### config.mk
export PLATFORM = sky130hd
export DESIGN_NAME = stream_source
export DESIGN_NICKNAME = d
export VERILOG_FILES = /design/src/source/stream_pkg.sv /design/src/source/stream_source.sv /design/src/source/stream_addressgen.sv
export SDC_FILE = /design/constraint.sdc
export NUM_CORES = 1
export LEC_CHECK = 0
export BUFFER_PORTS_ARGS = -buffer_cell sky130_fd_sc_hd__buf_2
export CORE_MARGIN = 3
export CORE_UTILIZATION = 55
export CTS_BUF_LIST = sky130_fd_sc_hd__clkbuf_4 sky130_fd_sc_hd__clkbuf_8 sky130_fd_sc_hd__clkbuf_16
export DETAILED_ROUTE_END_ITERATION = 10
export GPL_TIMING_DRIVEN = 0
export PLACE_DENSITY = 0.81
export REMOVE_ABC_BUFFERS = 1
export SETUP_SLACK_MARGIN = 0.4
export SLEW_MARGIN = 20
export SYNTH_ARGS = -nofsm -noshare
export SYNTH_HDL_FRONTEND = slang
export SYNTH_HIERARCHICAL = 1
export SYNTH_SLANG_ARGS = --single-unit
### constraint.sdc
create_clock -name clk_i -period 7.8 [get_ports clk_i]
set_input_delay 2.34 -clock clk_i [delete_from_list [all_inputs] [get_ports clk_i]]
set_output_delay 2.34 -clock clk_i [all_outputs]
set_load 0.02 [all_outputs]
### src/source/stream_pkg.sv
// ################################################
// stream package
// shared types for the memory-to-stream source:
// control and flags, memory port request and
// response, source FSM states
// ################################################

`default_nettype none

package stream_pkg;

  parameter int unsigned ADDR_W = 16;
  parameter int unsigned WORD_W = 32;

  typedef struct packed {
    logic              req_start;
    logic [ADDR_W-1:0] base_addr;   // byte address, beat aligned
    logic [15:0]       trans_size;  // total beats
    logic [15:0]       line_length; // beats per line
    logic [15:0]       line_stride; // bytes between line starts
  } ctrl_source_t;

  typedef struct packed {
    logic ready_start;
    logic done;
    logic in_progress;
  } flags_source_t;

  typedef struct packed {
    logic              req;
    logic [ADDR_W-1:0] add;
  } tcdm_req_t;

  typedef struct packed {
    logic              gnt;
    logic              r_valid;
    logic [WORD_W-1:0] r_data;
  } tcdm_rsp_t;

  typedef enum logic {
    SRC_IDLE,
    SRC_WORKING
  } source_state_e;

endpackage

`default_nettype wire
### src/source/stream_source.sv
// ################################################
// stream source
// reads beats over parallel memory ports, fences
// lost grants, merges words into a wide stream
// beat and flags completion
// ################################################

`timescale 1ns/100ps
`default_nettype none

module stream_source #(
  parameter int unsigned NB_PORTS = 2
) (
  input  logic                                     clk_i,
  input  logic                                     rst_ni,
  input  logic                                     clear_i,
  input  stream_pkg::ctrl_source_t                 ctrl_i,
  output stream_pkg::flags_source_t                flags_o,
  output stream_pkg::tcdm_req_t [NB_PORTS-1:0]     tcdm_req_o,
  input  stream_pkg::tcdm_rsp_t [NB_PORTS-1:0]     tcdm_rsp_i,
  output logic                                     stream_valid_o,
  input  logic                                     stream_ready_i,
  output logic [NB_PORTS*stream_pkg::WORD_W-1:0]   stream_data_o
);

  stream_pkg::source_state_e     state_q;
  stream_pkg::ctrl_source_t      ag_ctrl;
  logic [stream_pkg::ADDR_W-1:0] gen_addr;
  logic                          ag_busy;
  logic                          ag_enable;
  logic                          issue;
  logic [NB_PORTS-1:0]           granted_q;
  logic [NB_PORTS-1:0]           port_gnt;
  logic                          all_gnt;
  logic [NB_PORTS-1:0]           avail;
  logic                          beat_fire;
  logic [15:0]                   beat_cnt_q;
  logic                          last_beat;
  logic                          done_q;

  // the generator only sees a start taken in idle
  always_comb begin
    ag_ctrl           = ctrl_i;
    ag_ctrl.req_start = ctrl_i.req_start & (state_q == stream_pkg::SRC_IDLE);
  end

  stream_addressgen #(
    .NB_PORTS ( NB_PORTS )
  ) i_addressgen (
    .clk_i         ( clk_i     ),
    .rst_ni        ( rst_ni    ),
    .clear_i       ( clear_i   ),
    .enable_i      ( ag_enable ),
    .ctrl_i        ( ag_ctrl   ),
    .addr_o        ( gen_addr  ),
    .in_progress_o ( ag_busy   )
  );

  // back-pressure: no new reads while ready is low
  assign issue = (state_q == stream_pkg::SRC_WORKING) & stream_ready_i & ag_busy & ~clear_i;

  assign all_gnt   = &port_gnt;
  assign ag_enable = issue & all_gnt;

  for (genvar i = 0; i < NB_PORTS; i++) begin : gen_port
    localparam logic [stream_pkg::ADDR_W-1:0] PORT_OFFS = 4 * i;

    logic                          hold_valid_q;
    logic [stream_pkg::WORD_W-1:0] hold_data_q;

    assign tcdm_req_o[i].req = issue & ~granted_q[i];
    assign tcdm_req_o[i].add = gen_addr + PORT_OFFS;
    assign port_gnt[i] = granted_q[i] | (tcdm_req_o[i].req & tcdm_rsp_i[i].gnt);

    // one-deep hold, bypassed when the word arrives
    assign avail[i] = hold_valid_q | tcdm_rsp_i[i].r_valid;
    assign stream_data_o[i*stream_pkg::WORD_W +: stream_pkg::WORD_W] =
      hold_valid_q ? hold_data_q : tcdm_rsp_i[i].r_data;

    always_ff @(posedge clk_i or negedge rst_ni) begin
      if (!rst_ni) begin
        hold_valid_q <= 1'b0;
      end else if (clear_i || beat_fire) begin
        hold_valid_q <= 1'b0;
      end else if (tcdm_rsp_i[i].r_valid) begin
        hold_valid_q <= 1'b1;
      end
    end

    always_ff @(posedge clk_i) begin
      if (tcdm_rsp_i[i].r_valid && !hold_valid_q) begin
        hold_data_q <= tcdm_rsp_i[i].r_data;
      end
    end
  end

  // granted ports sit out until the whole beat is granted
  always_ff @(posedge clk_i or negedge rst_ni) begin
    if (!rst_ni) begin
      granted_q <= '0;
    end else if (clear_i) begin
      granted_q <= '0;
    end else if (issue) begin
      granted_q <= all_gnt ? '0 : port_gnt;
    end
  end

  assign stream_valid_o = (&avail) & ~clear_i;
  assign beat_fire      = stream_valid_o & stream_ready_i;
  assign last_beat      = (beat_cnt_q == ctrl_i.trans_size - 16'd1);

  always_ff @(posedge clk_i or negedge rst_ni) begin
    if (!rst_ni) begin
      beat_cnt_q <= '0;
      done_q     <= 1'b0;
    end else if (clear_i) begin
      beat_cnt_q <= '0;
      done_q     <= 1'b0;
    end else begin
      done_q <= beat_fire & last_beat;
      if (beat_fire) begin
        beat_cnt_q <= last_beat ? 16'd0 : beat_cnt_q + 16'd1;
      end
    end
  end

  always_ff @(posedge clk_i or negedge rst_ni) begin
    if (!rst_ni) begin
      state_q <= stream_pkg::SRC_IDLE;
    end else if (clear_i) begin
      state_q <= stream_pkg::SRC_IDLE;
    end else begin
      case (state_q)
        stream_pkg::SRC_IDLE: begin
          if (ctrl_i.req_start) begin
            state_q <= stream_pkg::SRC_WORKING;
          end
        end
        stream_pkg::SRC_WORKING: begin
          if (beat_fire && last_beat) begin // final beat taken
            state_q <= stream_pkg::SRC_IDLE;
          end
        end
        default: state_q <= stream_pkg::SRC_IDLE;
      endcase
    end
  end

  assign flags_o = '{
    ready_start: (state_q == stream_pkg::SRC_IDLE),
    done:        done_q,
    in_progress: ag_busy
  };

endmodule

`default_nettype wire

### src/source/stream_addressgen.sv
// ################################################
// stream address generator
// walks a strided two-level block one beat at a
// time and flags when beats are left to issue
// ################################################

`timescale 1ns/100ps
`default_nettype none

module stream_addressgen #(
  parameter int unsigned NB_PORTS = 2
) (
  input  logic                          clk_i,
  input  logic                          rst_ni,
  input  logic                          clear_i,
  input  logic                          enable_i,
  input  stream_pkg::ctrl_source_t      ctrl_i,
  output logic [stream_pkg::ADDR_W-1:0] addr_o,
  output logic                          in_progress_o
);

  localparam int unsigned STEP = 4 * NB_PORTS; // bytes per beat

  logic                          busy_q;
  logic [15:0]                   beat_cnt_q;
  logic [15:0]                   col_cnt_q;
  logic [stream_pkg::ADDR_W-1:0] col_off_q;
  logic [stream_pkg::ADDR_W-1:0] line_off_q;
  logic                          last_beat;
  logic                          last_col;

  assign last_beat = (beat_cnt_q == ctrl_i.trans_size - 16'd1);
  assign last_col  = (col_cnt_q == ctrl_i.line_length - 16'd1);

  always_ff @(posedge clk_i or negedge rst_ni) begin
    if (!rst_ni) begin
      busy_q     <= 1'b0;
      beat_cnt_q <= '0;
      col_cnt_q  <= '0;
      col_off_q  <= '0;
      line_off_q <= '0;
    end else if (clear_i) begin
      busy_q     <= 1'b0;
      beat_cnt_q <= '0;
      col_cnt_q  <= '0;
      col_off_q  <= '0;
      line_off_q <= '0;
    end else if (ctrl_i.req_start) begin
      busy_q     <= 1'b1;
      beat_cnt_q <= '0;
      col_cnt_q  <= '0;
      col_off_q  <= '0;
      line_off_q <= '0;
    end else if (enable_i && busy_q) begin
      beat_cnt_q <= beat_cnt_q + 16'd1;
      busy_q     <= ~last_beat;
      if (last_col) begin // wrap to next line
        col_cnt_q  <= '0;
        col_off_q  <= '0;
        line_off_q <= line_off_q + ctrl_i.line_stride;
      end else begin
        col_cnt_q <= col_cnt_q + 16'd1;
        col_off_q <= col_off_q + STEP[stream_pkg::ADDR_W-1:0];
      end
    end
  end

  assign addr_o        = ctrl_i.base_addr + line_off_q + col_off_q;
  assign in_progress_o = busy_q;

endmodule

`default_nettype wire

# Word-level counts from Yosys, hierarchy flattened

Index checks and enable logic that the tools add are counted.

Add/subtract/negate cells: 10
Eq/ne operators: 3
Muxes and demuxes: 35
Bitwise gates (word level): 21
Reduce and logical (&&, ||, !) cells: 16

Operators by type and width:

| cell                    | count |
|---|---|
| $mux W16                | 18 |
| $mux W32                | 2 |
| $add A16 B1 Y16 const B | 3 |
| $add A16 B16 Y16        | 3 |
| $eq A16 B16 Y1          | 3 |
| $sub A16 B1 Y16 const B | 2 |
| $add A16 B3 Y16 const B | 1 |
| $add A16 B4 Y16 const B | 1 |
| $and A1 B1 Y1           | 12 |
| $mux W1                 | 11 |
| $reduce_bool A2 Y1      | 4 |
| $mux W2                 | 3 |
| $reduce_and A2 Y1       | 3 |
| $reduce_bool A3 Y1      | 2 |
| $not A1 Y1              | 5 |
| $logic_and A1 B1 Y1     | 4 |
| $or A1 B1 Y1            | 4 |
| $logic_not A1 Y1        | 2 |
| $pmux W1 S2             | 1 |
| $logic_or A1 B1 Y1      | 1 |

Bits in registers: 151
Logic and storage cells: 98

# Longest topological paths before layout

Gate-level depths: netlist of run 1.

Word-level depth: 12
Gate-level depth with buffers: 15
Depth with buffers taken out: 15

# Modules after synthesis

Netlist of run 1, hierarchy kept.

Modules (own cells, without submodules):

| module            | times used | cells each | area each (µm²) |
|---|---|---|---|
| stream_addressgen | 1          | 645        | 5571.6 |
| stream_source     | 1          | 373        | 4658.2 |

# Worst setup path before layout of run 1

OpenSTA, ideal clock, no wires.

Kind: in2out
From: input ctrl_i[51] in the netlist's numbering
To: output tcdm_req_o[32] in the netlist's numbering
Data arrival time: 5491 ps
Required time: 5460 ps
Path slack: -31 ps
Stages: 13
Cells stage by stage: fa_1 > ha_1 > nor2b_1 > o21a_1 > nor2_1 > o21ai_0 > a31o_2 > a211oi_1 > nor2_1 > xor2_1 > and3_1 > nand3_1 > xnor2_1

RTL lines:

| what               | line                | RTL |
|---|---|---|
| start: declaration | stream_source.sv:17 | `input stream_pkg::ctrl_source_t ctrl_i,` |
| end: declaration   | stream_source.sv:19 | `output stream_pkg::tcdm_req_t [NB_PORTS-1:0] tcdm_req_o,` |

==> run_results.csv, run 1 <==
group,metric,value,unit
status,run_status,"finished, final reports clean",
worst_setup_path,r2r_start,"i_addressgen/col_cnt_q[15]",
global_route,grt_util_all_layers,0.262,
cts,clkLatencyLatePin,0.42,ns
floorplan,fp.dieArea,20300,um2
logic_synthesis,synth_compound_gate_area_share,0.0944,
cts,path_clk_slew,0.06,ns
logic_synthesis,seq_area_frac_synth,0.393,
global_route,grt_first_pass_wirelength,42.7,mm
worst_setup_path,timing.reg2reg.worst_path_depth,8,
worst_setup_path,slack_of_the_worst_reg_to_reg_path,4.65,ns
logic_synthesis,synthesis.area,10200,um2
final_layout,number_of_nets_in_the_layout,1448,
logic_synthesis,fraction_of_synthesized_area_in_multiplexers,0.0894,
worst_setup_path,worstPathRequired,5.46,ns
timing,report.final.setup_viol,0,
route,ant_nets,0,
route,pre_antenna_drt_iters,6,
flow_run,max-cap-violations,0,
pwr,power_density,166,nW/um2
floorplan,starting_density,0.564,
logic_synthesis,post_synth_xor_area_fraction,0.122,
floorplan,core-area,18100,um2
hold_path,timing.hold.worst_path_depth,2,
logic_synthesis,synth_flop_cell,"sky130_fd_sc_hd__dfrtp_1",
global_route,global_route.overflow_total,0,
placed_design,numPortBuffers,238,
global_route,first_global_vias,8560,
worst_setup_path,arrival,5.22,ns
route,drc_errors,0,
placed_design,gp_congestion,0.911,
placed_design,place.detailed.hpwl,20.4,mm
final_layout,area.growth.synth_to_final,24.1,%
logic_synthesis,synth_adder_area_share,0.0763,
logic_synthesis,postSynthCellCount,1018,
route,via_count,8863,
floorplan,chipHeight,142,um
timing,finalCritPeriodShare,0.969,
cts,htree_num_levels,4,
final_layout,final-instance-count-excl-fill,1511,
worst_setup_path,reg2reg_to,"i_addressgen/col_off_q[11]",
route,initialDrtViolationCount,500,
timing,max_slew_margin,0.460,
pwr,total_power,2.11,mW
pwr,power.static_leakage,5.42,nW
cts,clock-sinks,148,
timing,max_slew_violation_count,0,
pwr,largest_vdd_supply_drop,0.150,mV
logic_synthesis,yosys.cell_types.count,70,
cts,tritoncts,"done",
logic_synthesis,async_reset_ff_frac,0.568,
hold_path,hold_end,"i_addressgen/col_off_q[15]",
timing,max_freq,0.132,GHz
logic_synthesis,synth_area_per_cell,10.0,um2
final_layout,drive_gt1_frac,0.341,
logic_synthesis,dominant_combinational_cell_family_by_area_after_synthesis,"simple AND/OR/NAND/NOR gates",
placed_design,dpl.cell_count,1451,
timing,tightest_slew,0.799,ns
worst_setup_path,crit_type,"in -> out",
worst_setup_path,worst_setup_path_end_kind,"primary output",
final_layout,layout.cells.most_common,"sky130_fd_sc_hd__buf_2",
logic_synthesis,synth_simple_gate_area_frac,0.197,
route,detail_route.wl_per_cell,18.8,um
hold_path,hold_path.startpoint,"i_addressgen/col_off_q[15]",
floorplan,chipWidth,142,um
route,route.detailed.vias_per_inst,5.87,
worst_setup_path,kind_of_launch_point_of_the_worst_setup_path,"input pin",
global_route,grt_max_degree,56,
worst_setup_path,crit_fanout,3,
cts,cts-buffers-inserted,17,
cts,cts_buffer_depth,2,
logic_synthesis,synth-seq-cells,148,
route,total_routed_length,28.4,mm
floorplan,top_level_ports,239,
final_layout,most-common-layout-cells,"sky130_fd_sc_hd__buf_2 (232), sky130_fd_sc_hd__nor2_1 (94), sky130_fd_sc_hd__dfrtp_1 (82)",
hold_path,min-delay-path-class,"reg -> reg",
timing,period_minus_slack,7.56,ns
logic_synthesis,ys.warnings.count,6,
logic_synthesis,edff_count_synth,64,
global_route,grt_antenna_before_repair,12,
timing,hold_violations,0,
timing,setup_repair_after_global_routing_missed_its_margin,"yes",
cts,clk_root_buffer_cell,"sky130_fd_sc_hd__clkbuf_16",
floorplan,core.rowCount,49,
timing,skew,0.00877,ns
cts,postCtsHoldBufs,0,
timing,fin_worst_hold_slack,0.566,ns
## synth_stat cells (4+ instances only)
cell type / number / area (um2)
sky130_fd_sc_hd__and2_1: 6 / 37.5
sky130_fd_sc_hd__o2bb2ai_1: 5 / 43.8
sky130_fd_sc_hd__fa_1: 14 / 280
sky130_fd_sc_hd__buf_4: 4 / 30.0
sky130_fd_sc_hd__nor2b_1: 7 / 43.8
sky130_fd_sc_hd__and3_1: 12 / 75.1
sky130_fd_sc_hd__xnor2_1: 81 / 709
sky130_fd_sc_hd__a21oi_1: 41 / 205
sky130_fd_sc_hd__o211ai_1: 5 / 37.5
sky130_fd_sc_hd__o21ai_0: 24 / 120
sky130_fd_sc_hd__a21o_1: 11 / 82.6
sky130_fd_sc_hd__nor4_1: 15 / 93.8
sky130_fd_sc_hd__nand4_1: 18 / 113
sky130_fd_sc_hd__nor3_1: 31 / 155
sky130_fd_sc_hd__a31oi_1: 5 / 31.3
sky130_fd_sc_hd__nand3_1: 46 / 230
sky130_fd_sc_hd__buf_2: 4 / 20.0
sky130_fd_sc_hd__nor2_1: 99 / 372
sky130_fd_sc_hd__clkbuf_1: 26 / 97.6
sky130_fd_sc_hd__mux2_2: 67 / 754
sky130_fd_sc_hd__nand2b_1: 10 / 62.6
sky130_fd_sc_hd__or4_1: 12 / 90.1
sky130_fd_sc_hd__or3_1: 19 / 119
sky130_fd_sc_hd__inv_1: 24 / 90.1
sky130_fd_sc_hd__nand2_1: 67 / 251
sky130_fd_sc_hd__nor2_2: 10 / 62.6
sky130_fd_sc_hd__or2_2: 6 / 37.5
sky130_fd_sc_hd__edfxtp_1: 64 / 1920
sky130_fd_sc_hd__a211oi_1: 11 / 82.6
sky130_fd_sc_hd__ha_1: 40 / 500
sky130_fd_sc_hd__nor4b_1: 4 / 35.0
sky130_fd_sc_hd__o31ai_1: 11 / 82.6
sky130_fd_sc_hd__dfrtp_1: 84 / 2100
sky130_fd_sc_hd__mux2i_1: 16 / 160
sky130_fd_sc_hd__xor2_1: 62 / 543
## worst max-delay path: stages
cell and delay, ns:
sky130_fd_sc_hd__buf_6 0.09, sky130_fd_sc_hd__fa_1 0.52, sky130_fd_sc_hd__ha_4 0.21, sky130_fd_sc_hd__nor2b_4 0.12
sky130_fd_sc_hd__o21a_1 0.20, sky130_fd_sc_hd__nor2_4 0.15, sky130_fd_sc_hd__o21ai_4 0.08, sky130_fd_sc_hd__a31o_4 0.26
sky130_fd_sc_hd__a211oi_4 0.27, sky130_fd_sc_hd__nor2_2 0.08, sky130_fd_sc_hd__xor2_1 0.21, sky130_fd_sc_hd__and3_1 0.23
sky130_fd_sc_hd__nand2_1 0.08, sky130_fd_sc_hd__xnor2_1 0.19, sky130_fd_sc_hd__buf_4 0.19
## sequential cells by signal (all words and copies together), names as in the netlist, 2 cells and up
register and flops:
gen_port.hold_data_q 64, beat_cnt_q 16, i_addressgen/beat_cnt_q 16, i_addressgen/col_cnt_q 16
i_addressgen/line_off_q 16, i_addressgen/col_off_q 13, gen_port.hold_valid_q 2, granted_q 2
## through the flow
step | cell area (um2) | TNS [ns] | setup slack, ns | util
after floorplan | 10000 | -0.0313 | -0.0313 | -
after global placement | 11500 | -0.151 | -0.0950 | 0.635
after detailed placement | 11600 | -0.215 | -0.101 | 0.641
after CTS | 12400 | 0 | 0.331 | 0.686
after global routing | 12700 | 0 | 0.188 | 0.699
final | 12700 | 0 | 0.244 | 0.699
## kinds of logic after synthesis
kind of cell / count (synthesis)
adders and majority gates: 54
muxes: 83
and+or+nand+nor: 384
buffers and inverters: 62
DFF: 148
AOI/OAI and AO/OA: 144
xor gates and xnor gates: 143
## per-layer routing
metal	up-vias	track usage	wire, um
met4	4	0.122	966
met5	-	0	27
met3	63	0.0544	1980
met2	356	0.444	14100
met1	4238	0.321	11300
li1	4202	-	-
## where the power goes
part / internal (mW) / switching, mW
sequential: 0.844 / 0.0238
combinational: 0.167 / 0.243
clock: 0.481 / 0.350
total: 1.49 / 0.616
## area by class of cell
type,instances,area (um2)
repair buffers,258,1430
clock buffers,17,425
multi-input cells,808,6230
diodes,12,30.0
inverters,24,90.1
well taps,229,287
clock inverters,15,170
fillers,1329,5460
flip-flops and latches,148,4030
## worst max-delay path by stage
stage	start	to	slack, ns	depth (start not counted)
6_report	ctrl_i[51]	tcdm_req_o[31]	0.24	15
5_1_grt	ctrl_i[51]	tcdm_req_o[31]	0.19	15
4_1_cts	ctrl_i[51]	tcdm_req_o[32]	0.33	15
3_5_place_dp	ctrl_i[51]	tcdm_req_o[32]	-0.10	15
3_3_place_gp	ctrl_i[51]	tcdm_req_o[32]	-0.1	15
2_1_floorplan	ctrl_i[51]	tcdm_req_o[32]	-0.03	13
## repair_timing
item	CTS	global route
pin swaps	14	17
gates resized for setup	30	28
setup endpoints to repair	9	6
setup buffers	8	8
(Power assumes the default switching activity.)
==> inputs of run 2 (changes only) <==
--- a/config.mk
+++ b/config.mk
@@ -14,7 +14,6 @@
 export PLACE_DENSITY = 0.81
 export REMOVE_ABC_BUFFERS = 1
 export SETUP_SLACK_MARGIN = 0.4
-export SLEW_MARGIN = 20
 export SYNTH_ARGS = -nofsm -noshare
 export SYNTH_HDL_FRONTEND = slang
 export SYNTH_HIERARCHICAL = 1
==> constraint.sdc (replaced) <==
create_clock -name clk_i -period 8.05 [get_ports clk_i]
set_input_delay 2.415 -clock clk_i [delete_from_list [all_inputs] [get_ports clk_i]]
set_output_delay 2.415 -clock clk_i [all_outputs]
set_load 0.02 [all_outputs]
==> run_results.csv, run 2 (same netlist as run 1, synthesis figures left out) <==
group,metric,value,unit
floorplan,top_level_ports,239,
worst_setup_path,r2r_start,"state_q",
status,run_status,"finished, final reports clean",
timing,setup_tns,0,ns
cts,postCtsHoldBufs,0,
pwr,share_seq_of_total_power,0.412,
timing,max_freq,0.129,GHz
pwr,power.static_leakage,5.39,nW
worst_setup_path,kind_of_launch_point_of_the_worst_setup_path,"input pin",
pwr,power.share.combinational,0.193,
pwr,sw_frac_of_total,0.291,
cts,cts_buffer_depth,2,
final_layout,area.growth.synth_to_final,22.7,%
worst_setup_path,crit_fanout,3,
route,total_routed_length,27.5,mm
cts,clkLatencyLatePin,0.41,ns
floorplan,core-area,18100,um2
floorplan,fp.dieArea,20300,um2
pwr,fraction_of_power_consumed_by_the_clock_network,0.396,
timing,period_minus_slack,7.73,ns
route,pre_antenna_drt_iters,4,
timing,report.final.setup_viol,0,
placed_design,dpl.cell_count,1449,
final_layout,number_of_nets_in_the_layout,1441,
placed_design,numPortBuffers,238,
global_route,grt_first_pass_wirelength,42.3,mm
pwr,internal_power,1.44,mW
placed_design,place.detailed.hpwl,20.4,mm
timing,finalWorstSetupSlack,0.324,ns
worst_setup_path,arrival,5.31,ns
worst_setup_path,crit_type,"in -> out",
timing,skew,0.00988,ns
pwr,largest_vdd_supply_drop,0.149,mV
final_layout,top_register,"gen_port.hold_data_q",
global_route,grt_max_degree,66,
pwr,power_switching,0.591,mW
timing,finalCritPeriodShare,0.960,
worst_setup_path,reg2reg_to,"i_addressgen/beat_cnt_q[14]",
placed_design,preCtsSetupSlack,0.0219,ns
cts,tritoncts,"done",
global_route,grt_antenna_before_repair,8,
timing,tightest_slew,1.10,ns
cts,htree_num_levels,4,
floorplan,chipHeight,142,um
floorplan,starting_density,0.564,
final_layout,most-common-layout-cells,"sky130_fd_sc_hd__buf_2 (232), sky130_fd_sc_hd__nor2_1 (95), sky130_fd_sc_hd__dfrtp_1 (84)",
timing,max_slew_violation_count,0,
worst_setup_path,timing.reg2reg.worst_path_depth,8,
cts,cts-buffers-inserted,17,
route,drc_errors,0,
worst_setup_path,worstPathRequired,5.64,ns
hold_path,min-delay-path-class,"reg -> reg",
timing,max_slew_margin,0.264,
hold_path,hold_path.startpoint,"i_addressgen/col_cnt_q[15]",
hold_path,timing.hold.worst_path_depth,2,
global_route,first_global_vias,8420,
pwr,power_density,162,nW/um2
route,detail_route.wl_per_cell,18.3,um
global_route,global_route.overflow_total,0,
floorplan,core.rowCount,49,
final_layout,flip_flop_count_of_the_largest_register_after_layout,64,
worst_setup_path,slack_of_the_worst_reg_to_reg_path,4.78,ns
floorplan,chipWidth,142,um
route,initialDrtViolationCount,593,
timing,setup_repair_after_global_routing_missed_its_margin,"yes",
timing,hold_violations,0,
cts,clock-sinks,148,
cts,clk_root_buffer_cell,"sky130_fd_sc_hd__clkbuf_16",
final_layout,drive_gt1_frac,0.329,
route,via_count,8836,
cts,path_clk_slew,0.06,ns
final_layout,final-instance-count-excl-fill,1500,
worst_setup_path,worst_setup_path_end_kind,"primary output",
placed_design,gp_congestion,0.911,
route,route.detailed.vias_per_inst,5.89,
global_route,grt_util_all_layers,0.258,
flow_run,max-cap-violations,0,
route,ant_nets,0,
hold_path,hold_end,"i_addressgen/col_cnt_q[15]",
final_layout,layout.cells.most_common,"sky130_fd_sc_hd__buf_2",
run 2: changes by cell type in the layout (fill, tap and decap cells not counted), moves of 2 or more:
cell                       delta
sky130_fd_sc_hd__xnor2_2      +2
sky130_fd_sc_hd__ha_1         +3
sky130_fd_sc_hd__a211oi_2     -2
sky130_fd_sc_hd__diode_2      -4
sky130_fd_sc_hd__ha_2         -2
sky130_fd_sc_hd__buf_4        -6
sky130_fd_sc_hd__dfrtp_1      +2
sky130_fd_sc_hd__o21ai_2      -2
sky130_fd_sc_hd__dfrtp_2      -2
run 2: layout make-up:
cell class                      instances  area [um2]
Multi-Input combinational cell        808        6160
Fill cell                            1344        5590
Sequential cell                       148        4020
Timing Repair Buffer                  251        1380
Clock buffer                           17         425
Tap cell                              229         287
Clock inverter                         15         169
Inverter                               24        90.1
Antenna cell                            8        20.0
run 2: how the worst max path moves through the flow:
| stage | slack (ns) | end | depth (start not counted) | from |
|---|---|---|---|---|
| after floorplan | 0.07 | tcdm_req_o[32] | 13 | ctrl_i[51] |
| after global placement | 0.005 | tcdm_req_o[32] | 15 | ctrl_i[51] |
| after detailed placement | 0.02 | tcdm_req_o[32] | 15 | ctrl_i[51] |
| after CTS | 0.41 | tcdm_req_o[32] | 15 | ctrl_i[51] |
| after global routing | 0.24 | tcdm_req_o[31] | 15 | ctrl_i[51] |
| final | 0.32 | tcdm_req_o[32] | 15 | ctrl_i[51] |
run 2: critical path, stage by stage:
cell	delay [ns]
sky130_fd_sc_hd__buf_6	0.09
sky130_fd_sc_hd__fa_1	0.51
sky130_fd_sc_hd__ha_4	0.21
sky130_fd_sc_hd__nor2b_4	0.12
sky130_fd_sc_hd__o21a_1	0.21
sky130_fd_sc_hd__nor2_4	0.16
sky130_fd_sc_hd__o21ai_4	0.10
sky130_fd_sc_hd__a31o_4	0.25
sky130_fd_sc_hd__a211oi_4	0.24
sky130_fd_sc_hd__nor2_2	0.08
sky130_fd_sc_hd__xor2_1	0.21
sky130_fd_sc_hd__and3_1	0.25
sky130_fd_sc_hd__nand3_2	0.10
sky130_fd_sc_hd__xnor2_1	0.17
sky130_fd_sc_hd__buf_4	0.17
run 2: routing by layer:
| layer | GRT usage | up-vias | wire (um) |
|---|---|---|---|
| li1 | - | 4179 | - |
| met1 | 0.321 | 4239 | 11000 |
| met2 | 0.448 | 356 | 13800 |
| met3 | 0.0437 | 60 | 1930 |
| met4 | 0.102 | 2 | 756 |
| met5 | 0 | - | 19 |
run 2: power by group through the flow:
stage                     sequential [mW]  combinational (mW)  clock (mW)
after global placement              0.855               0.349           0
after floorplan                     0.850               0.216           0
after detailed placement            0.857               0.360           0
after CTS                           0.842               0.369       0.816
after global routing                0.838               0.421       0.845
final                               0.835               0.391       0.803
run 2: repair_timing:
action / 4_1_cts / 5_1_grt
pin swaps: 11 / 16
hold endpoints to repair: 0 / 0
buffers inserted: 3 / 6
setup endpoints to repair: 6 / 6
gates resized for setup: 25 / 21
run 2: through the flow:
stage / hold WS (ns) / util / power, mW / cell area, um2
final: 0.573 / 0.692 / 2.03 / 12600
after global routing: 0.614 / 0.692 / 2.10 / 12600
after CTS: 0.577 / 0.679 / 2.03 / 12300
after detailed placement: 0.560 / 0.638 / 1.22 / 11600
after global placement: 0.552 / 0.635 / 1.20 / 11500
after floorplan: 0.511 / - / 1.07 / 10000
